**config.mk**
```make
export PLATFORM = sky130hd
export DESIGN_NAME = label_assign_flat
export DESIGN_NICKNAME = d
export VERILOG_FILES = /design/src/hdl/ccl_pkg.sv /design/src/hdl/ccl_ifs.sv /design/src/hdl/label_assign.sv /design/src/flat_wrapper.sv
export VERILOG_INCLUDE_DIRS = /design/src /design/src/hdl
export SDC_FILE = /design/constraint.sdc
export NUM_CORES = 1
export LEC_CHECK = 0
export ABC_AREA = 1
export BUFFER_PORTS_ARGS = -buffer_cell sky130_fd_sc_hd__buf_4
export CAP_MARGIN = 0
export CORE_ASPECT_RATIO = 1.2
export CORE_UTILIZATION = 45
export DETAILED_ROUTE_END_ITERATION = 8
export PLACE_DENSITY = 0.68
export SETUP_SLACK_MARGIN = 0.2
export SLEW_MARGIN = 5
export SYNTH_ARGS = -nofsm -noshare
export SYNTH_HDL_FRONTEND = slang
export SYNTH_SLANG_ARGS = --single-unit
```
**constraint.sdc**
```tcl
create_clock -name clk -period 3.2 [get_ports clk]
set_clock_uncertainty 0.2 [all_clocks]
set_input_delay 0.32 -clock clk [delete_from_list [all_inputs] [get_ports clk]]
set_output_delay 0.32 -clock clk [all_outputs]
set_load 0.05 [all_outputs]
```
**src/hdl/ccl_macros.svh**
```systemverilog
// image size and table capacities for the labeling core, included by the package and RTL
`ifndef CCL_MACROS_SVH
`define CCL_MACROS_SVH

// frame geometry
`define CCL_IMG_W      16
`define CCL_IMG_H      16

// checkerboard worst case plus background label 0
`define CCL_MAX_LABELS ((`CCL_IMG_W * `CCL_IMG_H) / 2 + 1)
`define CCL_MAX_PAIRS  (`CCL_IMG_W * `CCL_IMG_H)

// derived widths
`define CCL_X_W        $clog2(`CCL_IMG_W)
`define CCL_Y_W        $clog2(`CCL_IMG_H)
`define CCL_LABEL_W    $clog2(`CCL_MAX_LABELS)
`define CCL_AREA_W     $clog2(`CCL_IMG_W * `CCL_IMG_H + 1)
`define CCL_PAIR_W     $clog2(`CCL_MAX_PAIRS)

`endif

```
**src/hdl/ccl_pkg.sv**
```systemverilog
// shared types of the labeling core, taken by wildcard import in each module header
package ccl_pkg;

`include "ccl_macros.svh"

typedef logic [`CCL_LABEL_W-1:0] label_t;    // 0 is background
typedef logic [`CCL_X_W-1:0]     xcoord_t;
typedef logic [`CCL_Y_W-1:0]     ycoord_t;
typedef logic [`CCL_AREA_W-1:0]  area_t;

// walk of the second pass
typedef enum logic [2:0] {
    rp_idle,
    rp_wait_resolve,
    rp_fold,
    rp_emit,
    rp_done
} report_phase_t;

endpackage

```
**src/hdl/ccl_ifs.sv**
```systemverilog
// bundles between the labeling stages, instantiated once each in the top level
`timescale 1ns/1ps

interface pix_if import ccl_pkg::*; ();
    logic    pix_valid;      // href one cycle late
    logic    pix;
    xcoord_t x;
    ycoord_t y;
    logic    frame_start;
    logic    frame_end;

    modport src (output pix_valid, pix, x, y, frame_start, frame_end);
    modport dst (input  pix_valid, pix, x, y, frame_start, frame_end);
endinterface

interface feature_if import ccl_pkg::*; ();
    // pixel update from the first pass
    logic    upd_valid;
    label_t  upd_label;
    xcoord_t upd_x;
    ycoord_t upd_y;
    // add src into dst
    logic    merge_valid;
    label_t  merge_src;
    label_t  merge_dst;
    // combinational read port
    label_t  rd_label;
    area_t   rd_area;
    xcoord_t rd_xmin;
    xcoord_t rd_xmax;
    ycoord_t rd_ymin;
    ycoord_t rd_ymax;

    modport pix_wr (output upd_valid, upd_label, upd_x, upd_y);
    modport store (
        input  upd_valid, upd_label, upd_x, upd_y,
        input  merge_valid, merge_src, merge_dst, rd_label,
        output rd_area, rd_xmin, rd_xmax, rd_ymin, rd_ymax
    );
    modport merge_rd (
        output merge_valid, merge_src, merge_dst, rd_label,
        input  rd_area, rd_xmin, rd_xmax, rd_ymin, rd_ymax
    );
endinterface

interface equiv_if import ccl_pkg::*; ();
    logic   push_valid;
    label_t push_hi;
    label_t push_lo;
    logic   resolve_start;
    label_t q_label;
    logic   resolved;
    label_t q_root;

    modport push (output push_valid, push_hi, push_lo);
    modport tbl (
        input  push_valid, push_hi, push_lo, resolve_start, q_label,
        output resolved, q_root
    );
    modport query (output resolve_start, q_label, input resolved, q_root);
endinterface

```
**src/hdl/label_assign.sv**
```systemverilog
// first pass, gives each foreground pixel a provisional label and queues touching labels
`timescale 1ns/1ps
`include "ccl_macros.svh"

module label_assign import ccl_pkg::*; (
    input  logic      clk,
    input  logic      rst,
    pix_if.dst        pix_i,
    feature_if.pix_wr feat_o,
    equiv_if.push     eq_o
);
    label_t line_buf [`CCL_IMG_W];   // labels of the row above
    label_t left_q;
    label_t cnt_q;                   // highest label issued so far
    label_t up_lbl;
    label_t left_lbl;
    label_t new_lbl;
    logic   fg;
    logic   both_set;

    assign fg       = pix_i.pix_valid & pix_i.pix;
    assign up_lbl   = (pix_i.y == '0) ? '0 : line_buf[pix_i.x];
    assign left_lbl = (pix_i.x == '0) ? '0 : left_q;
    assign both_set = (up_lbl != '0) && (left_lbl != '0);

    always_comb begin
        if (!pix_i.pix)
            new_lbl = '0;
        else if (up_lbl == '0 && left_lbl == '0)
            new_lbl = cnt_q + 1'b1;            // new component
        else if (up_lbl == '0)
            new_lbl = left_lbl;
        else if (left_lbl == '0)
            new_lbl = up_lbl;
        else
            new_lbl = (left_lbl < up_lbl) ? left_lbl : up_lbl;
    end

    // read at x above, then overwritten with this row
    always_ff @(posedge clk) begin
        if (pix_i.pix_valid) begin
            line_buf[pix_i.x] <= new_lbl;
            left_q            <= new_lbl;
        end
    end

    always_ff @(posedge clk or posedge rst) begin
        if (rst) begin
            cnt_q           <= '0;
            feat_o.upd_valid <= 1'b0;
            eq_o.push_valid  <= 1'b0;
        end else begin
            if (pix_i.frame_start)
                cnt_q <= '0;
            else if (fg && up_lbl == '0 && left_lbl == '0)
                cnt_q <= new_lbl;
            feat_o.upd_valid <= fg;
            eq_o.push_valid  <= fg && both_set && (up_lbl != left_lbl);
        end
    end

    always_ff @(posedge clk) begin
        feat_o.upd_label <= new_lbl;
        feat_o.upd_x     <= pix_i.x;
        feat_o.upd_y     <= pix_i.y;
        eq_o.push_hi     <= (left_lbl < up_lbl) ? up_lbl : left_lbl;
        eq_o.push_lo     <= new_lbl;              // smaller of the two
    end

    // issued labels stay inside the label tables of both stores
    a_label_cap: assert property (@(posedge clk) disable iff (rst)
        cnt_q < `CCL_MAX_LABELS);

endmodule

```
**src/flat_wrapper.sv**
```systemverilog
// flat-port wrapper written by rule: the top's interface ports become plain ports
module label_assign_flat import ccl_pkg::*;
  (clk, rst, pix_i_pix_valid, pix_i_pix, pix_i_x, pix_i_y, pix_i_frame_start, pix_i_frame_end, feat_o_upd_valid, feat_o_upd_label, feat_o_upd_x, feat_o_upd_y, eq_o_push_valid, eq_o_push_hi, eq_o_push_lo);
  pix_if pix_i_i ();
  feature_if feat_o_i ();
  equiv_if eq_o_i ();
  input  logic clk;
  input  logic rst;
  input wire logic [$bits(pix_i_i.pix_valid)-1:0] pix_i_pix_valid;
  input wire logic [$bits(pix_i_i.pix)-1:0] pix_i_pix;
  input wire logic [$bits(pix_i_i.x)-1:0] pix_i_x;
  input wire logic [$bits(pix_i_i.y)-1:0] pix_i_y;
  input wire logic [$bits(pix_i_i.frame_start)-1:0] pix_i_frame_start;
  input wire logic [$bits(pix_i_i.frame_end)-1:0] pix_i_frame_end;
  output wire logic [$bits(feat_o_i.upd_valid)-1:0] feat_o_upd_valid;
  output wire logic [$bits(feat_o_i.upd_label)-1:0] feat_o_upd_label;
  output wire logic [$bits(feat_o_i.upd_x)-1:0] feat_o_upd_x;
  output wire logic [$bits(feat_o_i.upd_y)-1:0] feat_o_upd_y;
  output wire logic [$bits(eq_o_i.push_valid)-1:0] eq_o_push_valid;
  output wire logic [$bits(eq_o_i.push_hi)-1:0] eq_o_push_hi;
  output wire logic [$bits(eq_o_i.push_lo)-1:0] eq_o_push_lo;
  assign pix_i_i.pix_valid = pix_i_pix_valid;
  assign pix_i_i.pix = pix_i_pix;
  assign pix_i_i.x = pix_i_x;
  assign pix_i_i.y = pix_i_y;
  assign pix_i_i.frame_start = pix_i_frame_start;
  assign pix_i_i.frame_end = pix_i_frame_end;
  assign feat_o_upd_valid = feat_o_i.upd_valid;
  assign feat_o_upd_label = feat_o_i.upd_label;
  assign feat_o_upd_x = feat_o_i.upd_x;
  assign feat_o_upd_y = feat_o_i.upd_y;
  assign eq_o_push_valid = eq_o_i.push_valid;
  assign eq_o_push_hi = eq_o_i.push_hi;
  assign eq_o_push_lo = eq_o_i.push_lo;
  label_assign u_core (.clk(clk), .rst(rst), .pix_i(pix_i_i), .feat_o(feat_o_i), .eq_o(eq_o_i));
endmodule
```
# Yosys cells after proc, flatten, opt, wreduce, memory -nomap -nowiden
# Memories as Yosys holds them, arrays and structs flattened.
# Cells that the tools add are included.
[totals] word_cells=38 input_bits=14 out_inout_bits=34 ramBits=128 n_memories=1 regBits=42
[op_classes] n_bitwise=1 n_mux=12 n_reduce_logical=13 n_lt_le_gt_ge=1 n_addsub=1 n_eq_ne=1
[memory_table] memory="u_core.line_buf" words=16 word_bits=8 rd=1 rd_clocked_by_memory_dff=0 wr=1 line="label_assign.sv:12" rtl="label_t line_buf [`CCL_IMG_W];"
[op_table] operator="$mux 8" count=10
[op_table] operator="$logic_not 8->1" count=2
[op_table] operator="$reduce_bool 8->1" count=2
[op_table] operator="$add 8x1->8 const B" count=1
[op_table] operator="$logic_not 4->1" count=2
[op_table] operator="$lt 8x8->1" count=1
[op_table] operator="$ne 8x8->1" count=1
[op_table] operator="$logic_and 1x1->1" count=6
[op_table] operator="$mux 1" count=2
[op_table] operator="$reduce_bool 2->1" count=1
[op_table] operator="$and 1x1->1" count=1

# Longest topological paths before layout
[depth] depth_word=10 ltp_mapped=22 mapped_depth_nobuf=20

# Worst setup path after synthesis
# No wires, ideal clock.
[synth_path] path_type="input to register" startpoint="input pix_i_x[0]" endpoint="register u_core.left_q[7], data pin" setup_time_ns=0.286 path_stages=18 path_slack_ns=-0.103 t_required_ns=2.714 path_buffers=3 arrival_time_ns=2.817 path_cell_list="buf_6 nor2_1 buf_6 buf_6 nand2_1 nand4_1 nand2_1 nand2_1 o21ai_1 ha_1 a21oi_1 o221a_2 nand3_1 nand2_2 nand2_1 o21ai_0 nor2_1 nor2_1"
[synth_via] elab_chain_cells=8 elab_cells_between_ends=13 cone_classes="1 x order compare; 7 x mux; 4 x reduce/logical; 1 x memory"
[synth_lines] element="start: declaration" line="flat_wrapper.sv:11" rtl="input wire logic [$bits(pix_i_i.x)-1:0] pix_i_x;"
[synth_lines] element="$mem_v2 16x8 / $logic_not 4->1 (equally long branches)"
[synth_lines] element="$mux 8, on equally long branches" line="label_assign.sv:22, label_assign.sv:23"
[synth_lines] element="$lt 8x8->1" line="label_assign.sv:36" rtl="new_lbl = (left_lbl < up_lbl) ? left_lbl : up_lbl;"
[synth_lines] element="$mux 8" line="label_assign.sv:36"
[synth_lines] element="$mux 8" line="label_assign.sv:33" rtl="else if (left_lbl == '0)"
[synth_lines] element="$mux 8" line="label_assign.sv:31" rtl="else if (up_lbl == '0)"
[synth_lines] element="$mux 8 (*)" line="label_assign.sv:29" rtl="else if (up_lbl == '0 && left_lbl == '0)"
[synth_lines] element="$mux 8 (*)" line="label_assign.sv:27" rtl="if (!pix_i.pix)"
[synth_lines] element="net u_core.new_lbl[7]" line="label_assign.sv:17" rtl="label_t new_lbl;"
[synth_lines] element="end signal: assignment" line="label_assign.sv:43" rtl="left_q <= new_lbl;"
[synth_lines] element="end: declaration" line="label_assign.sv:13" rtl="label_t left_q;"
# The timed path passes the listed nets; every way through them passes the cells marked *.
# A chain may end at the register's enable or synchronous reset.

# Worst setup path in the final report
[layout_path] startpoint="memory u_core.line_buf[2][5] (netlist name)" endpoint="memory u_core.line_buf[7][3] (netlist name), data pin"
[layout_via] elab_chain_cells=8 elab_cells_between_ends=10 cone_classes="1 x order compare; 6 x mux; 2 x reduce/logical; 1 x memory"
[layout_lines] element="start: declaration" line="label_assign.sv:12"
[layout_lines] element="$mem_v2 16x8 (*)"
[layout_lines] element="$mux 8 (*)" line="label_assign.sv:22" rtl="assign up_lbl = (pix_i.y == '0) ? '0 : line_buf[pix_i.x];"
[layout_lines] element="$lt 8x8->1" line="label_assign.sv:36"
[layout_lines] element="$mux 8" line="label_assign.sv:36"
[layout_lines] element="$mux 8" line="label_assign.sv:33"
[layout_lines] element="$mux 8" line="label_assign.sv:31"
[layout_lines] element="$mux 8 (*)" line="label_assign.sv:29"
[layout_lines] element="$mux 8 (*)" line="label_assign.sv:27"
[layout_lines] element="net u_core.new_lbl[3]" line="label_assign.sv:17"
# Marked as above.

==> impl_metrics.sql <==
INSERT INTO impl_metrics (metric_group, metric, value, unit) VALUES
('run_status', 'run_status', 'completed', ''),
('clock_network', 'number_of_buffers_created_by_cts', '17', ''),
('routing', 'antenna_left', '0', ''),
('grt', 'gr-total-overflow', '0', ''),
('power_and_ir_drop', 'power_density', '632.8', 'nW/µm²'),
('routing', 'finalWirelength', '16950', 'µm'),
('layout', 'fin_nets', '804', ''),
('clock_network', 'clk_path_buf_depth', '2', ''),
('placed_design', 'numPortBuffers', '46', ''),
('floorplanning', 'coreArea', '15140', 'µm²'),
('layout', 'combined_area_of_the_multi_input_logic_cells', '2071', 'µm²'),
('setup_path', 'endpoint_required_time_on_the_critical_path', '3.17', 'ns'),
('clock_network', 'cts.sinks', '170', ''),
('routing', 'count_of_unresolved_drc_violations_after_routing', '0', ''),
('setup_path', 'crit_path_dat', '2.91', 'ns'),
('floorplanning', 'die_w', '116.4', 'µm'),
('layout', 'layout.filler_cells', '1245', ''),
('worst_hold_path', 'worst_hold_path_type', 'in2reg', ''),
('clock_network', 'clkSlewWorstSetupHoldPaths', '0.06', 'ns'),
('placed_design', 'placedInstanceArea', '8088', 'µm²'),
('layout', 'drive_above_1_share', '23.40', '%'),
('floorplanning', 'die_area', '16200', 'µm²'),
('setup_path', 'critical_path_class', 'reg2reg', ''),
('placed_design', 'gp_congestion', '0.8815', ''),
('floorplanning', 'initial_utilization', '46.63', '%'),
('timing', 'final-max-slew-violation-count', '0', ''),
('power_and_ir_drop', 'p_leak', '0.003820', 'µW'),
('timing', 'final.min_clock_period', '2.938', 'ns'),
('setup_path', 'critical_path.max_fanout', '18', ''),
('floorplanning', 'io_pins', '48', ''),
('placed_design', 'dp_hpwl', '11100', 'µm'),
('timing', 'hold_viol_final', '0', ''),
('logic_synthesis', 'synth_area', '7062', 'µm²'),
('setup_path', 'reg2reg_from', 'u_core.line_buf[2][5]$_DFFE_PP_', ''),
('timing', 'rsz0062_at_grt', 'yes', ''),
('layout', 'area_grow_syn2layout', '27.53', '%'),
('routing', 'vias', '5101', ''),
('worst_hold_path', 'hp-start', 'pix_i_frame_start', ''),
('timing', 'finalSetupViolCount', '0', ''),
('power_and_ir_drop', 'max_vdd_drop', '0.3930', 'mV'),
('setup_path', 'end_kind', 'flip-flop', ''),
('grt', 'track_usage', '21.34', '%'),
('setup_path', 'crit_startpoint', 'u_core.line_buf[2][5]$_DFFE_PP_', ''),
('logic_synthesis', 'synth-warning-count', '0', ''),
('clock_network', 'clkLatencyLatePin', '0.43', 'ns'),
('logic_synthesis', 'syn-num-nets', '686', ''),
('routing', 'detailedRoute.firstPassIterationCount', '5', ''),
('logic_synthesis', 'yosysSeqAreaShare', '68.18', '%'),
('logic_synthesis', 'synth_area_leaders', 'sky130_fd_sc_hd__edfxtp_1, sky130_fd_sc_hd__nand2_1, sky130_fd_sc_hd__dfxtp_1, sky130_fd_sc_hd__dfrtp_1, sky130_fd_sc_hd__nand3_1', ''),
('routing', 'post_drt_wl_per_cell', '16.97', 'µm'),
('clock_network', 'cts_tree', 'built', ''),
('layout', 'layout.cell_area.non_filler', '9006', 'µm²'),
('logic_synthesis', 'syn-instance-count', '664', ''),
('timing', 'slew_headroom', '41.57', '%'),
('layout', 'antenna_cells_inserted', '0', ''),
('logic_synthesis', 'yosysUniqueCellTypes', '30', ''),
('job', 'drv_cap', '0', ''),
('grt', 'pin_count_of_the_biggest_net_entering_global_routing', '19', ''),
('timing', 'tightest_slew', '0.8733', 'ns'),
('logic_synthesis', 'avgSynthCellArea', '10.64', 'µm²'),
('layout', 'layout.area.seq', '4815', 'µm²'),
('logic_synthesis', 'synth.largest_area_cell', 'sky130_fd_sc_hd__edfxtp_1', ''),
('logic_synthesis', 'ys_seq_elements', '170', ''),
('timing', 'fin_crit_sh', '91.81', '%'),
('routing', 'initialDrtViolationCount', '453', ''),
('floorplanning', 'die_height', '139.2', 'µm'),
('grt', 'vias_in_the_first_global_route', '4738', ''),
('timing', 'totalNegativeSetupSlack', '0', 'ns'),
('clock_network', 'cts-root-buf', 'sky130_fd_sc_hd__clkbuf_16', ''),
('logic_synthesis', 'yosys.area.top_type_share', '57.83', '%'),
('grt', 'global_route_wire_length_before_repair', '25160', 'µm'),
('setup_path', 'worst_setup_start_kind', 'flip-flop', ''),
('timing', 'max_clock_freq', '340.4', 'MHz'),
('clock_network', 'htreeDepth', '4', ''),
('grt', 'antenna_violations_before_repair', '0', ''),
('floorplanning', 'core.rowCount', '49', ''),
('routing', 'avgViaCountPerCell', '5.106', '');
## critical path, cell delays in order (launching register included)
cell and delay (ns):
sky130_fd_sc_hd__edfxtp_1 0.38, sky130_fd_sc_hd__nand2_1 0.08, sky130_fd_sc_hd__nand2_1 0.06, sky130_fd_sc_hd__o21ai_1 0.18, sky130_fd_sc_hd__nand2_2 0.09, sky130_fd_sc_hd__o21ai_2 0.17
sky130_fd_sc_hd__ha_1 0.28, sky130_fd_sc_hd__a21oi_1 0.21, sky130_fd_sc_hd__o221a_4 0.24, sky130_fd_sc_hd__nand3_4 0.09, sky130_fd_sc_hd__buf_6 0.15, sky130_fd_sc_hd__a21oi_1 0.11
sky130_fd_sc_hd__nand2_1 0.11, sky130_fd_sc_hd__and2_4 0.17, sky130_fd_sc_hd__buf_12 0.15
## sequential cells by signal (all words and copies together), names as in the netlist
name and cells:
u_core.feat_o.upd_valid 1, u_core.eq_o.push_lo 8, u_core.feat_o.upd_x 4, u_core.eq_o.push_valid 1, u_core.feat_o.upd_y 4, u_core.cnt_q 8, u_core.left_q 8, u_core.eq_o.push_hi 8
u_core.line_buf 128
## placed cells by master, fill, tap and decap left out, drive strengths merged
cell,count
nand2,286
edfxtp,136
buf,115
inv,39
nor2,32
nand3,30
dfxtp,24
o21ai,23
clkbuf,22
a21oi,20
nand4,17
dfrtp,10
dlygate4sd3,8
ha,8
xor2,5
clkinv,5
and2,3
clkinvlp,3
nand3b,2
bufinv,2
nor4,1
o221a,1
xnor2,1
nor3,1
a31oi,1
## power by group
group | leakage [µW] | switching [µW] | internal [µW]
registers | 0.00160 | 27.8 | 2550
logic | 0.00196 | 743 | 425
clock network | 0.000261 | 812 | 1150
## kinds of logic after synthesis
logic type / Yosys count / share of synthesized area (%)
AO/OA/AOI/OAI: 45 / 3.349
XOR/XNOR: 6 / 0.7441
adder cells (fa/ha/maj): 8 / 1.417
buffers and inverters: 63 / 4.553
flip-flops: 170 / 68.18
AND/OR/NAND/NOR: 372 / 21.76
## final cells by class
| type | count | area share, % |
|---|---|---|
| flip-flops and latches | 170 | 53.46 |
| clock inverters | 11 | 1.334 |
| well taps | 204 | 2.834 |
| clock buffers | 21 | 4.890 |
| repair buffers | 124 | 12.77 |
| multi-input cells | 431 | 22.99 |
| inverters | 38 | 1.723 |
## final timing paths
path	end	slack, ns	depth (start not counted)
worst max-delay path	u_core.line_buf[7][3]$_DFFE_PP_	0.26	14
worst min-delay path	u_core.cnt_q[7]$_DFFE_PP0P_	0.02	4
worst max register to register	u_core.line_buf[7][3]$_DFFE_PP_	0.26	14
worst min register to register	u_core.cnt_q[7]$_DFFE_PP0P_	0.32	2
max in group asynchronous	u_core.eq_o.push_valid$_DFF_PP0_	2.27	3
min in group asynchronous	u_core.cnt_q[3]$_DFFE_PP0P_	0.25	3
## what timing repair did
action / CTS / global route
gates cloned: 0 / 3
setup buffers: 0 / 7
hold buffers: 8 / 0
pin swaps: 3 / 28
setup endpoints to repair: 70 / 144
resized for setup: 5 / 46
endpoints found under the hold margin: 17 / 0
## layer usage
layer	routed length [µm]	part of all wire, %	up-vias	global-route usage, %
met1	6678	39	2381	26.60
li1	-	-	2452	-
met3	951	5.6	47	3.702
met5	0	0	-	0
met4	563	3.3	0	9.379
met2	8757	52	221	35.97
## through the flow
step                setup WS, ns  utilization, %  total power (µW)  std cells  hold slack (ns)
finish                    0.2621           59.47              5699        999          0.02160
global route              0.1354           59.47              5894        999          0.03570
CTS                       0.2076           57.71              5618        989         0.007174
detailed placement       -0.2520           53.41              3662        949           0.1261
global placement         -0.2323           53.41              3653        949           0.1199
floorplan                 0.2197               -              3228        664         -0.03982
## synth_stat cells, drive strengths merged
master	instances
xor2	5
and2	3
buf	22
o21ai	23
xnor2	1
a31oi	1
nor3	1
nand2	286
clkbuf	3
inv	38
nor2	32
a21oi	20
edfxtp	136
dfxtp	24
o221a	1
nand3	30
nor4	1
nand4	17
nand3b	2
dfrtp	10
ha	8
Power figures use the tool's default switching activity.
