`src/hdl/ccl_macros.svh`:
```
// image size and table capacities for the labeling core, included by the package and RTL
`ifndef CCL_MACROS_SVH
`define CCL_MACROS_SVH

// frame geometry
`define CCL_IMG_W      16
`define CCL_IMG_H      16

// checkerboard worst case plus background label 0
`define CCL_MAX_LABELS ((`CCL_IMG_W * `CCL_IMG_H) / 2 + 1)
`define CCL_MAX_PAIRS  (`CCL_IMG_W * `CCL_IMG_H)

// derived widths
`define CCL_X_W        $clog2(`CCL_IMG_W)
`define CCL_Y_W        $clog2(`CCL_IMG_H)
`define CCL_LABEL_W    $clog2(`CCL_MAX_LABELS)
`define CCL_AREA_W     $clog2(`CCL_IMG_W * `CCL_IMG_H + 1)
`define CCL_PAIR_W     $clog2(`CCL_MAX_PAIRS)

`endif

```
`src/hdl/ccl_pkg.sv`:
```
// shared types of the labeling core, taken by wildcard import in each module header
package ccl_pkg;

`include "ccl_macros.svh"

typedef logic [`CCL_LABEL_W-1:0] label_t;    // 0 is background
typedef logic [`CCL_X_W-1:0]     xcoord_t;
typedef logic [`CCL_Y_W-1:0]     ycoord_t;
typedef logic [`CCL_AREA_W-1:0]  area_t;

// walk of the second pass
typedef enum logic [2:0] {
    rp_idle,
    rp_wait_resolve,
    rp_fold,
    rp_emit,
    rp_done
} report_phase_t;

endpackage

```
`src/hdl/ccl_ifs.sv`:
```
// bundles between the labeling stages, instantiated once each in the top level
`timescale 1ns/1ps

interface pix_if import ccl_pkg::*; ();
    logic    pix_valid;      // href one cycle late
    logic    pix;
    xcoord_t x;
    ycoord_t y;
    logic    frame_start;
    logic    frame_end;

    modport src (output pix_valid, pix, x, y, frame_start, frame_end);
    modport dst (input  pix_valid, pix, x, y, frame_start, frame_end);
endinterface


```
`src/hdl/pixel_frontend.sv`:
```
// input stage of the labeling core, registers the video signals and tracks x and y
`timescale 1ns/1ps

module pixel_frontend import ccl_pkg::*; (
    input  logic clk,
    input  logic rst,
    input  logic vsync_i,
    input  logic href_i,
    input  logic pix_i,
    input  logic busy_i,        // report of the last frame still running
    pix_if.src   pix_o
);
    logic    vsync_q;
    logic    href_q;
    logic    skip_q;            // frame began while busy
    logic    vs_rise;
    logic    vs_fall;
    xcoord_t x_q;
    ycoord_t y_q;

    assign vs_rise = vsync_i & ~vsync_q;
    assign vs_fall = ~vsync_i & vsync_q;
    assign pix_o.x = x_q;
    assign pix_o.y = y_q;

    always_ff @(posedge clk or posedge rst) begin
        if (rst) begin
            vsync_q           <= 1'b0;
            href_q            <= 1'b0;
            skip_q            <= 1'b0;
            x_q               <= '0;
            y_q               <= '0;
            pix_o.pix_valid   <= 1'b0;
            pix_o.frame_start <= 1'b0;
            pix_o.frame_end   <= 1'b0;
        end else begin
            vsync_q <= vsync_i;
            href_q  <= href_i;
            if (vs_rise)
                skip_q <= busy_i;
            if (href_i)
                x_q <= href_q ? x_q + 1'b1 : '0;   // restart on href rise
            if (vs_rise)
                y_q <= '0;
            else if (href_q && !href_i)
                y_q <= y_q + 1'b1;                  // next row on href fall
            pix_o.pix_valid   <= href_i & ~busy_i & ~skip_q;
            pix_o.frame_start <= vs_rise & ~busy_i;
            pix_o.frame_end   <= vs_fall & ~skip_q;
        end
    end

    always_ff @(posedge clk) begin
        pix_o.pix <= pix_i;
    end

endmodule

```
`src/flat_wrapper.sv`:
```
// flat-port wrapper written by rule: the top's interface ports become plain ports
module pixel_frontend_flat import ccl_pkg::*;
  (clk, rst, vsync_i, href_i, pix_i, busy_i, pix_o_pix_valid, pix_o_pix, pix_o_x, pix_o_y, pix_o_frame_start, pix_o_frame_end);
  pix_if pix_o_i ();
  input  logic clk;
  input  logic rst;
  input  logic vsync_i;
  input  logic href_i;
  input  logic pix_i;
  input  logic busy_i;
  output wire logic [$bits(pix_o_i.pix_valid)-1:0] pix_o_pix_valid;
  output wire logic [$bits(pix_o_i.pix)-1:0] pix_o_pix;
  output wire logic [$bits(pix_o_i.x)-1:0] pix_o_x;
  output wire logic [$bits(pix_o_i.y)-1:0] pix_o_y;
  output wire logic [$bits(pix_o_i.frame_start)-1:0] pix_o_frame_start;
  output wire logic [$bits(pix_o_i.frame_end)-1:0] pix_o_frame_end;
  assign pix_o_pix_valid = pix_o_i.pix_valid;
  assign pix_o_pix = pix_o_i.pix;
  assign pix_o_x = pix_o_i.x;
  assign pix_o_y = pix_o_i.y;
  assign pix_o_frame_start = pix_o_i.frame_start;
  assign pix_o_frame_end = pix_o_i.frame_end;
  pixel_frontend u_core (.clk(clk), .rst(rst), .vsync_i(vsync_i), .href_i(href_i), .pix_i(pix_i), .busy_i(busy_i), .pix_o(pix_o_i));
endmodule
```
`config.mk`:
```
export PLATFORM = sky130hd
export DESIGN_NAME = pixel_frontend_flat
export DESIGN_NICKNAME = d
export VERILOG_FILES = /design/src/hdl/ccl_pkg.sv /design/src/hdl/ccl_ifs.sv /design/src/hdl/pixel_frontend.sv /design/src/flat_wrapper.sv
export VERILOG_INCLUDE_DIRS = /design/src /design/src/hdl
export SDC_FILE = /design/constraint.sdc
export NUM_CORES = 1
export LEC_CHECK = 0
export ABC_AREA = 1
export BUFFER_PORTS_ARGS = -buffer_cell sky130_fd_sc_hd__clkbuf_2
export CAP_MARGIN = 20
export CORE_MARGIN = 3
export CORE_UTILIZATION = 30
export CTS_CLUSTER_SIZE = 28
export DETAILED_ROUTE_END_ITERATION = 16
export PLACE_DENSITY_LB_ADDON = 0.2
export SLEW_MARGIN = 20
export SYNTH_ARGS = -nofsm -noshare
export SYNTH_HDL_FRONTEND = slang
export SYNTH_SLANG_ARGS = --single-unit
export TNS_END_PERCENT = 100
```
`constraint.sdc`:
```
create_clock -name clk -period 1.3 [get_ports clk]
set_input_delay 0.065 -clock clk [delete_from_list [all_inputs] [get_ports clk]]
set_output_delay 0.065 -clock clk [all_outputs]
set_load 0.01 [all_outputs]
```
---- Word level (Yosys, flattened, before mapping) ----
Cells that the tools add are included.
Widths: inputs -> output; s select.
word-level totals
  bits in registers ....................... 15
  input port bits ......................... 6
  output and inout bits ................... 12
  logic and storage cells ................. 27
cells by class
  add/sub/neg operators ................... 2
  mux-type cells .......................... 3
  bitwise operators ....................... 10
  reductions and logical operators ........ 3
operator list
  operator             number
  $mux 4               3
  $add 4x1->4 const B  2
  $and 1x1->1          6
  $not 1->1            4
  $reduce_bool 2->1    1
  $logic_and 1x1->1    1
  $logic_not 1->1      1

---- Logic depth before layout (Yosys ltp) ----
Gate-level depths: netlist of run 1.
  depth after elaboration ................. 4
  mapped depth ............................ 7
  mapped depth without buffers ............ 6

---- Worst setup path after synthesis of run 1 ----
No wires, ideal clock.
  path type ............................... reg2reg
  start point ............................. register u_core.x_q[0], in the netlist u_core.pix_o.x[0]
  end point ............................... register u_core.x_q[2], in the netlist u_core.pix_o.x[2]
  setup time .............................. 0.080 ns
  arrival ................................. 0.954 ns
  required time ........................... 1.220 ns
  setup slack ............................. 0.266 ns
  stages on the path, launching flop included .. 4
  path buffers ............................ 0
  period minus slack after synthesis ...... 1.034 ns
  path through ............................ dfrtp_1 -> ha_1 -> and3_1 -> nor3b_2
on the way
  longest elaborated chain between the ends .. 2
ends and longest elaborated chain
  item                      line                  text
  start: declaration        pixel_frontend.sv:18  xcoord_t x_q;
  start signal: assignment  pixel_frontend.sv:42  x_q <= href_q ? x_q + 1'b1 : '0;
  $add 4x1->4               pixel_frontend.sv:42
  $mux 4                    pixel_frontend.sv:42
No other way between the ends.
A chain may end at the register's enable or synchronous reset.

---- Final worst setup path of run 1 ----
Ends and elaborated chain as after synthesis.

==> results of run 1 <==
==> through the flow <==
| stage | utilization (%) | hold slack, ns | total power, W | cells | cell area [µm²] |
|---|---|---|---|---|---|
| after floorplan | - | -0.0458 | 0.000688 | 65 | 651 |
| after global placement | 37.9 | 0.120 | 0.000761 | 108 | 758 |
| after detailed placement | 37.9 | 0.111 | 0.000762 | 108 | 758 |
| after CTS | 41.3 | 0.0607 | 0.00103 | 116 | 826 |
| after global routing | 41.3 | 0.0741 | 0.00108 | 116 | 826 |
| final | 41.3 | 0.0695 | 0.00101 | 116 | 826 |
==> cell usage in the layout, fill, tap and decap left out, drive strengths merged, types with 2 or more instances in the layout <==
cell type / netlist / final
dfrtp: 14 / 14
inv: 6 / 6
nand2: 16 / 16
a21oi: 5 / 5
nand3: 5 / 5
ha: 2 / 2
nor2: 9 / 9
nor3: 2 / 2
o21ai: 2 / 2
dlygate4sd3: 0 / 4
clkbuf: 0 / 20
==> sequential cells by signal, indices dropped and copies added, names as in the netlist <==
register	flops
u_core.pix_o.pix	1
u_core.pix_o.frame_end	1
u_core.pix_o.pix_valid	1
u_core.href_q	1
u_core.vsync_q	1
u_core.skip_q	1
u_core.pix_o.x	4
u_core.pix_o.frame_start	1
u_core.pix_o.y	4
==> layer usage <==
layer / GRT usage [%] / wire [µm]
met5: 0 / 0
met4: 2.55 / 13
met3: 5.13 / 89
met2: 15.5 / 471
met1: 9.95 / 468
==> layout make-up <==
class,count,area [µm²],share of cell area [%]
clock buffers,3,22.5,2.73
clock inverters,1,5.00,0.606
inverters,6,25.0,3.03
multi-input cells,43,244,29.5
flip-flops and latches,15,370,44.8
well taps,27,33.8,4.09
repair buffers,21,125,15.2
==> path summary, 6_finish.rpt <==
kind                                         from                endpoint  slack [ns]  depth (start not counted)
worst min-delay path                       href_i           u_core.href_q        0.07                          1
min in group asynchronous                     rst       u_core.pix_o.x[3]        0.33                          3
worst max register to register  u_core.pix_o.x[0]       u_core.pix_o.x[2]        0.27                          3
worst min register to register      u_core.skip_q  u_core.pix_o.pix_valid        0.47                          1
max in group asynchronous                     rst       u_core.pix_o.x[0]        0.62                          3
worst max-delay path            u_core.pix_o.x[0]       u_core.pix_o.x[2]        0.27                          3
==> worst max-delay path, cell delays in order, from the launching register on <==
cell and delay (ns):
dfrtp_1 0.42, ha_1 0.22, and3_1 0.19, nor3b_2 0.14
==> power by group <==
part           leakage, nW  total (W)  internal (W)  switching [W]
logic                0.222   0.000194     0.0000877       0.000107
clock network       0.0177   0.000249      0.000114       0.000135
registers            0.190   0.000562      0.000516      0.0000460
==> cells by family (layout without fill, tap and decap cells) <==
logic type / Yosys count / after routing / share of synthesized area, %
compound gates: 7 / 7 / 5.38
buf+inv: 7 / 31 / 5.58
fa+ha+maj: 2 / 2 / 3.85
flops: 15 / 15 / 56.9
simple gates: 34 / 34 / 28.3
==> impl_metrics.env, run 1 <==
export IMPL_status="finished clean"
export IMPL_antenna_found_initial=0
export IMPL_place_gp_congestion=0.643
export IMPL_rsz0062_at_grt="no"
export IMPL_n_fill_cell=208
export IMPL_worst_slack_ns=0.268
export IMPL_antenna_left=0
export IMPL_cts_root_buf="clkbuf_4"
export IMPL_synth_area_leaders="dfrtp_1 54%, nand2_1 6.9%, nor2_1 4.6%, a21oi_1 3.8%, ha_1 3.8%"
export IMPL_cts_hold_buf=4
export IMPL_setup_violations=0
export IMPL_cp_required_ns=1.51
export IMPL_drive_above_1_share_pct=33.7
export IMPL_ys_seq_area_share_pct=56.9
export IMPL_dp_final_hpwl_um=822
export IMPL_initial_utilization_pct=32.5
export IMPL_track_usage_pct=9.25
export IMPL_fmax_mhz=969
export IMPL_maxSlewHeadroom_pct=66.4
export IMPL_critPathArrivalTime_ns=1.24
export IMPL_synth_nets=73
export IMPL_synth_edf_count=0
export IMPL_fin_tns_setup_ns=0
export IMPL_synthCells=65
export IMPL_yosysMostFrequentCell="dfrtp_1"
export IMPL_die_area_um2=2760
export IMPL_area_growth_pct=26.9
export IMPL_cts_sinks=15
export IMPL_synth_seq_cells=15
export IMPL_grt_overflow_total=0
export IMPL_cp_start_kind="flip-flop"
export IMPL_end_kind="flip-flop"
export IMPL_synthArstFlopShare_pct=93.3
export IMPL_power_density_nw_per_um2=1220
export IMPL_cts_buffers=3
export IMPL_ys_warn_count=0
export IMPL_cp_max_fo=5
export IMPL_die_y_um=52.6
export IMPL_vias=486
export IMPL_critPathKind="flip-flop to flip-flop"
export IMPL_fin_nets=98
export IMPL_synthFlopType="dfrtp_1"
export IMPL_worstMarginPinSlew_ns=0.504
export IMPL_finalHoldViolations=0
export IMPL_drtPass1Iterations=2
export IMPL_grt_first_pass_wirelength_um=1860
export IMPL_drt_iter0_markers=1
export IMPL_yosysTopAreaCellShare_pct=53.8
export IMPL_synth_cell_types=19
export IMPL_drc=0
export IMPL_power_leakage_nw=0.429
export IMPL_cts_tree="yes"
export IMPL_netlist_area_um2=651
export IMPL_maxCapViolations=0
export IMPL_first_global_vias=487
export IMPL_postCtsSetupBuffers=0
export IMPL_grt_max_degree=15
export IMPL_path_clk_slew_ns=0.09
export IMPL_pre_cts_ws_ns=0.250
export IMPL_vias_per_cell=4.19
export IMPL_post_cts_resized=0
export IMPL_num_rows=16
export IMPL_slew_viol_final=0
export IMPL_io_buffers=17
export IMPL_postSynthAreaPerCell_um2=10.0
export IMPL_worstSkewPairLatency_ns=0.28
export IMPL_final_min_clock_period_ns=1.03
export IMPL_antenna_cells=0
export IMPL_cts_buffer_depth=2
export IMPL_pin_count=18
export IMPL_yosys_area_top_type="dfrtp_1"
export IMPL_ir_worst_vdd_mv=0.887
export IMPL_hp_class="input pin to flip-flop"
export IMPL_yosys_top_cells_count="14 x dfrtp_1, 12 x nand2_1, 8 x nor2_1, 5 x a21oi_1"
export IMPL_wl_per_cell_um=8.98
export IMPL_finalClockSkew_ns=0.00885
export IMPL_core_um2=2000
export IMPL_totalWireLength_um=1040
export IMPL_die_w_um=52.6
export IMPL_fin_crit_sh_pct=79.4
export IMPL_htreeDepth=1
(Power assumes the default switching activity.)
==> run 2, diff against run 1 <==
- clock period: 1.3 -> 1 ns (I/O delays scaled with it)
==> run 2 against run 1 <==
Compared with the run above:
- hold slack got worse by 0.013 ns
- sequential share of layout area decreased by 2.9 points
- design area increased by 7.3%
- clock power increased by 31%
- die area unchanged
- sequential power increased by 30%
- largest power group unchanged
- largest cell class unchanged
- routed wire length increased by 8.0%
- setup slack got worse by 0.26 ns
- critical path depth unchanged
- register-to-register slack got worse by 0.26 ns
- non-clock buffer count increased by 5
- global-route usage increased by 1.1 points
==> impl_metrics.env, run 2 (synthesis results as in run 1) <==
export IMPL_fin_tns_setup_ns=0
export IMPL_io_buffers=17
export IMPL_area_growth_pct=36.2
export IMPL_power_total_w=0.00140
export IMPL_status="finished clean"
export IMPL_initial_utilization_pct=32.5
export IMPL_htreeDepth=1
export IMPL_wl_per_cell_um=9.30
export IMPL_power_frac_seq_pct=52.0
export IMPL_cp_start_kind="flip-flop"
export IMPL_worstMarginPinSlew_ns=0.255
export IMPL_core_um2=2000
export IMPL_power_density_nw_per_um2=1590
export IMPL_cts_root_buf="clkbuf_4"
export IMPL_multi_input_area_um2=256
export IMPL_n_fill_cell=208
export IMPL_place_area_um2=783
export IMPL_seq_area_um2=372
export IMPL_ir_worst_vdd_mv=0.930
export IMPL_cp_required_ns=1.20
export IMPL_critPathKind="flip-flop to flip-flop"
export IMPL_cp_max_fo=4
export IMPL_drc=0
export IMPL_finalHoldViolations=0
export IMPL_drtPass1Iterations=2
export IMPL_power_leakage_nw=0.448
export IMPL_worst_slack_ns=0.00976
export IMPL_maxCapViolations=0
export IMPL_vias_per_cell=4.30
export IMPL_dp_final_hpwl_um=856
export IMPL_whs_path_depth=1
export IMPL_die_y_um=52.6
export IMPL_num_rows=16
export IMPL_maxSlewHeadroom_pct=83.0
export IMPL_setup_violations=0
export IMPL_place_gp_congestion=0.636
export IMPL_end_kind="flip-flop"
export IMPL_cts_sinks=15
export IMPL_slew_viol_final=0
export IMPL_slowest_delay_ns=0.41
export IMPL_first_global_vias=533
export IMPL_die_area_um2=2760
export IMPL_drive_above_1_share_pct=42.6
export IMPL_drt_iter0_markers=7
export IMPL_layout_common_cells="16 x clkbuf_2, 13 x dfrtp_1, 12 x nand2_1, 6 x nor2_1, 5 x a21oi_1"
export IMPL_r2r_cells=3
export IMPL_finalClockSkew_ns=0.00194
export IMPL_cts_buffers=3
export IMPL_fmax_mhz=1010
export IMPL_cts_buffer_depth=2
export IMPL_intPower_w=0.00101
export IMPL_crit_chain="ha_2 -> and3_4 -> nor3b_2"
export IMPL_pin_count=18
export IMPL_hp_class="input pin to flip-flop"
export IMPL_antenna_left=0
export IMPL_final_min_clock_period_ns=0.990
export IMPL_die_w_um=52.6
export IMPL_grt_first_pass_wirelength_um=2080
export IMPL_totalWireLength_um=1130
export IMPL_antenna_cells=0
export IMPL_layout_commonest_cell="clkbuf_2"
export IMPL_comb_power_share_pct=24.8
export IMPL_antenna_found_initial=0
export IMPL_cts_tree="yes"
export IMPL_critPathArrivalTime_ns=1.19
export IMPL_clkPwrFrac_pct=23.2
export IMPL_worstSkewPairLatency_ns=0.27
export IMPL_grt_max_degree=15
export IMPL_fin_nets=103
export IMPL_path_clk_slew_ns=0.08
export IMPL_swShare_pct=28.1
export IMPL_pre_cts_ws_ns=-0.00401
export IMPL_slowest_stage="dfrtp_1"
export IMPL_fin_crit_sh_pct=99.0
export IMPL_finish_instance_area_um2=886
export IMPL_vias=520
export IMPL_rsz0062_at_grt="yes"
export IMPL_grt_overflow_total=0
export IMPL_p_switching_w=0.000395
export IMPL_track_usage_pct=10.4
-- run 2: area by class of cell --
class / count / share of cell area, %
sequential: 15 / 41.9
tap: 27 / 3.81
timing repair buffer: 26 / 19.5
clock buffer: 4 / 2.97
inverter: 6 / 2.82
multi-input combinational: 43 / 29.0
-- run 2: worst max-delay path: cells and delay by family (launching register included) --
family | cells | cell delay, ns
DFF | 1 | 0.41
and+or+nand+nor | 2 | 0.31
adders and majority gates | 1 | 0.20
-- run 2: path summary, 6_finish.rpt --
kind / startpoint / endpoint / slack (ns)
setup reg to reg: u_core.pix_o.x[1] / u_core.pix_o.x[2] / 0.01
setup / recovery: u_core.pix_o.x[1] / u_core.pix_o.x[2] / 0.01
min in group asynchronous: rst / u_core.pix_o.pix_valid / 0.29
hold reg to reg: u_core.skip_q / u_core.pix_o.pix_valid / 0.47
max in group asynchronous: rst / u_core.href_q / 0.53
hold / removal: href_i / u_core.href_q / 0.06
-- run 2: power by group through the flow --
stage,logic (W),registers [W],clock network (W)
after floorplan,0.000134,0.000763,0
after global placement,0.000281,0.000736,0
after detailed placement,0.000284,0.000738,0
after CTS,0.000321,0.000729,0.000348
after global routing,0.000389,0.000741,0.000376
final,0.000348,0.000730,0.000326
-- run 2: routing by layer --
| metal | share of wire (%) | GRT usage (%) |
|---|---|---|
| met4 | 1.1 | 3.83 |
| met3 | 7.0 | 5.13 |
| met5 | 0 | 0 |
| met2 | 47 | 17.6 |
| met1 | 45 | 11.0 |
-- run 2: timing repair --
action                     CTS  global route
pin swaps                    1             2
setup endpoints to repair    2             6
hold endpoints to repair    18             0
buffers inserted             1             1
resized for setup            2             6
hold buffers                 4             0
-- run 2: through the flow --
step / instances / utilization [%] / hold slack, ns
2_1_floorplan: 65 / - / -0.0608
3_5_place_dp: 111 / 39.1 / 0.0375
3_3_place_gp: 111 / 39.1 / 0.0368
4_1_cts: 120 / 43.3 / 0.0481
6_report: 121 / 44.3 / 0.0568
5_1_grt: 121 / 44.3 / 0.0631
==> run 3, diff against run 2 <==
- ABC_AREA: 1 -> not set
- CAP_MARGIN: 20 -> not set
- SETUP_SLACK_MARGIN: not set -> 0.05
==> run 3 against run 2 <==
Compared with the run above:
- the flow now finishes with violations (negative setup slack)
- count of clock-buffer cells in the layout decreased by 1
- first-iteration DRC count decreased by 71%
- total power increased by 1.8%
- routed wire length increased by 13%
- global-route usage increased by 1.7 points
- die area decreased by 7.7%
- setup slack got worse by 0.031 ns
- register-to-register slack got worse by 0.03 ns
- sequential share of layout area increased by 0.34 points
- core utilization increased by 4.8 points
- clock power increased by 6%
- via count decreased by 12%
- largest cell class unchanged
- highest routed layer unchanged
==> impl_metrics.env, run 3 <==
export IMPL_status="complete, but fails checks"
export IMPL_violations="negative setup slack"
export IMPL_yosysTopAreaCellShare_pct=58.9
export IMPL_drc=0
export IMPL_cts_buffers=3
export IMPL_power_density_nw_per_um2=1620
export IMPL_place_gp_congestion=0.699
export IMPL_timing_rr_start="u_core.href_q"
export IMPL_rr_endpoint="u_core.pix_o.y[3]"
export IMPL_track_usage_pct=12.1
export IMPL_min_to="u_core.pix_o.x[0]"
export IMPL_crit_family="flip-flops"
export IMPL_cp_start_kind="flip-flop"
export IMPL_vias_per_cell=4.30
export IMPL_rsz0062_at_grt="yes"
export IMPL_totalWireLength_um=1270
export IMPL_layout_common_cells="15 x clkbuf_2, 11 x dfrtp_1, 6 x nand2_1, 5 x dlygate4sd3_1"
export IMPL_worstSkewPairLatency_ns=0.28
export IMPL_synth_top_family_by_area="simple AND/OR/NAND/NOR gates"
export IMPL_synth_simple_gate_area_share_pct=18.9
export IMPL_drtPass1Iterations=2
export IMPL_synth_cell_types=20
export IMPL_postSynthAreaPerCell_um2=11.7
export IMPL_antenna_left=0
export IMPL_crit_chain="and2b_2 -> nand4_1 -> mux2i_1"
export IMPL_fin_crit_sh_pct=102
export IMPL_pin_count=18
export IMPL_final_util_pct=49.1
export IMPL_io_buffers=17
export IMPL_drt_iter0_markers=2
export IMPL_finish_instance_area_um2=885
export IMPL_critPathBufInv=0
export IMPL_r2r_cells=3
export IMPL_initial_utilization_pct=33.0
export IMPL_ys_seq_area_share_pct=62.3
export IMPL_yosys_top_cells_count="14 x dfrtp_1, 6 x nand2_1, 4 x nor2_1"
export IMPL_layout_commonest_cell="clkbuf_2"
export IMPL_die_w_um=50.5
export IMPL_hp_class="input pin to flip-flop"
export IMPL_slew_viol_final=0
export IMPL_place_area_um2=758
export IMPL_slowest_stage="dfrtp_1"
export IMPL_cp_max_fo=4
export IMPL_cp_required_ns=1.21
export IMPL_synthFlopType="dfrtp_1"
export IMPL_cts_sinks=15
export IMPL_worst_path_stages=3
export IMPL_fin_tns_setup_ns=-0.0586
export IMPL_vias=460
export IMPL_power_leakage_nw=0.439
export IMPL_num_rows=15
export IMPL_final_min_clock_period_ns=1.02
export IMPL_first_global_vias=521
export IMPL_worst_slack_ns=-0.0214
export IMPL_synth_area_leaders="dfrtp_1 59%, mux2i_1 5.1%, ha_1 4.2%, nand2_1 3.8%, dfxtp_1 3.4%"
export IMPL_synth_fa_ha_area_share_pct=4.21
export IMPL_die_area_um2=2550
export IMPL_ys_warn_count=0
export IMPL_cts_buffer_depth=2
export IMPL_worstMarginPinSlew_ns=0.247
export IMPL_synth_mux_area_fraction_pct=5.05
export IMPL_min_from="href_i"
export IMPL_synthCells=51
export IMPL_area_growth_pct=48.8
export IMPL_dp_final_hpwl_um=928
export IMPL_rrSetupSlack_ns=-0.02
export IMPL_path_clk_slew_ns=0.09
export IMPL_end_kind="flip-flop"
export IMPL_cts_root_buf="clkbuf_4"
export IMPL_synth_edf_count=0
export IMPL_grt_max_degree=10
export IMPL_maxCapViolations=0
export IMPL_finalHoldViolations=0
export IMPL_antenna_found_initial=0
export IMPL_grt_overflow_total=0
export IMPL_ir_worst_vdd_mv=1.33
export IMPL_critPathKind="flip-flop to flip-flop"
export IMPL_htreeDepth=1
export IMPL_yosys_area_top_type="dfrtp_1"
export IMPL_grt_first_pass_wirelength_um=2270
export IMPL_slowest_delay_ns=0.41
export IMPL_cts_tree="yes"
export IMPL_synth_compound_area_share_pct=4.63
export IMPL_fin_nets=91
export IMPL_setup_violations=4
export IMPL_maxSlewHeadroom_pct=83.3
export IMPL_synth_nets=59
export IMPL_synth_seq_cells=15
export IMPL_crit_start="u_core.href_q"
export IMPL_die_y_um=50.5
export IMPL_synthArstFlopShare_pct=93.3
export IMPL_wl_per_cell_um=11.9
export IMPL_critPathArrivalTime_ns=1.23
export IMPL_antenna_cells=0
export IMPL_netlist_area_um2=594
export IMPL_power_total_w=0.00143
export IMPL_synthXorXnorAreaFrac_pct=2.95
export IMPL_fmax_mhz=979
export IMPL_core_um2=1800
export IMPL_whs_path_depth=2
export IMPL_drive_above_1_share_pct=41.5
export IMPL_finalClockSkew_ns=0.00553
export IMPL_yosysMostFrequentCell="dfrtp_1"
run 3: cell count changes in the layout (fill, tap and decap cells not counted), moves of 3 or more:
cell / before / now
a21oi_1: 5 / 0
mux2i_1: 0 / 3
nand2_1: 12 / 6
nand2_2: 3 / 0
run 3: report_power, final:
group | internal (W) | leakage [nW] | switching [W]
clock network | 0.000148 | 0.0177 | 0.000196
logic | 0.000200 | 0.235 | 0.000146
registers | 0.000672 | 0.187 | 0.0000676
total | 0.00102 | 0.439 | 0.000409
run 3: metrics by stage:
step	setup WS [ns]	instances	hold WS, ns
final	-0.0214	107	0.0532
after global routing	-0.102	107	0.0802
after CTS	-0.0286	107	0.0458
after detailed placement	0.00182	97	-0.0397
after global placement	-0.00307	97	-0.0308
after floorplan	0.0163	51	-0.0609
run 3: kinds of logic after synthesis:
| group | after synthesis |
|---|---|
| XOR/XNOR | 2 |
| AO/OA/AOI/OAI | 4 |
| buffers and inverters | 3 |
| adder cells (fa/ha/maj) | 2 |
| flip-flops | 15 |
| multiplexers | 3 |
| AND/OR/NAND/NOR | 22 |
run 3: cell type report:
type / count / area [µm²]
fillers: 177 / 917
flip-flops and latches: 15 / 374
multi-input cells: 33 / 248
repair buffers: 27 / 193
well taps: 25 / 31.3
clock buffers: 3 / 22.5
inverters: 3 / 11.3
clock inverters: 1 / 5.00
run 3: worst register-to-register path, stage by stage (launching register included):
cell     delay (ns)
dfrtp_1        0.41
and2b_2        0.25
nand4_1        0.11
mux2i_1        0.19
run 3: what timing repair did:
item,in CTS,in global routing
cloned,0,0
hold endpoints to repair,21,0
gates resized for setup,5,6
setup endpoints to repair,9,11
buffers inserted,1,0
hold buffers,5,0
pin swaps,2,4
run 3: worst max-delay path by stage:
stage / endpoint / slack (ns)
finish: u_core.pix_o.y[3] / -0.02
global route: u_core.pix_o.y[3] / -0.10
CTS: pix_o_y[0] / -0.03
detailed placement: u_core.pix_o.y[2] / 0.002
global placement: u_core.pix_o.y[3] / -0.003
floorplan: u_core.pix_o.y[2] / 0.02
run 3: per-layer routing:
layer,up-vias,wire [µm],track usage [%]
li1,233,-,-
met1,208,576,14.2
met2,17,593,20.0
met3,2,86,5.64
met4,0,13,2.69
met5,-,0,0
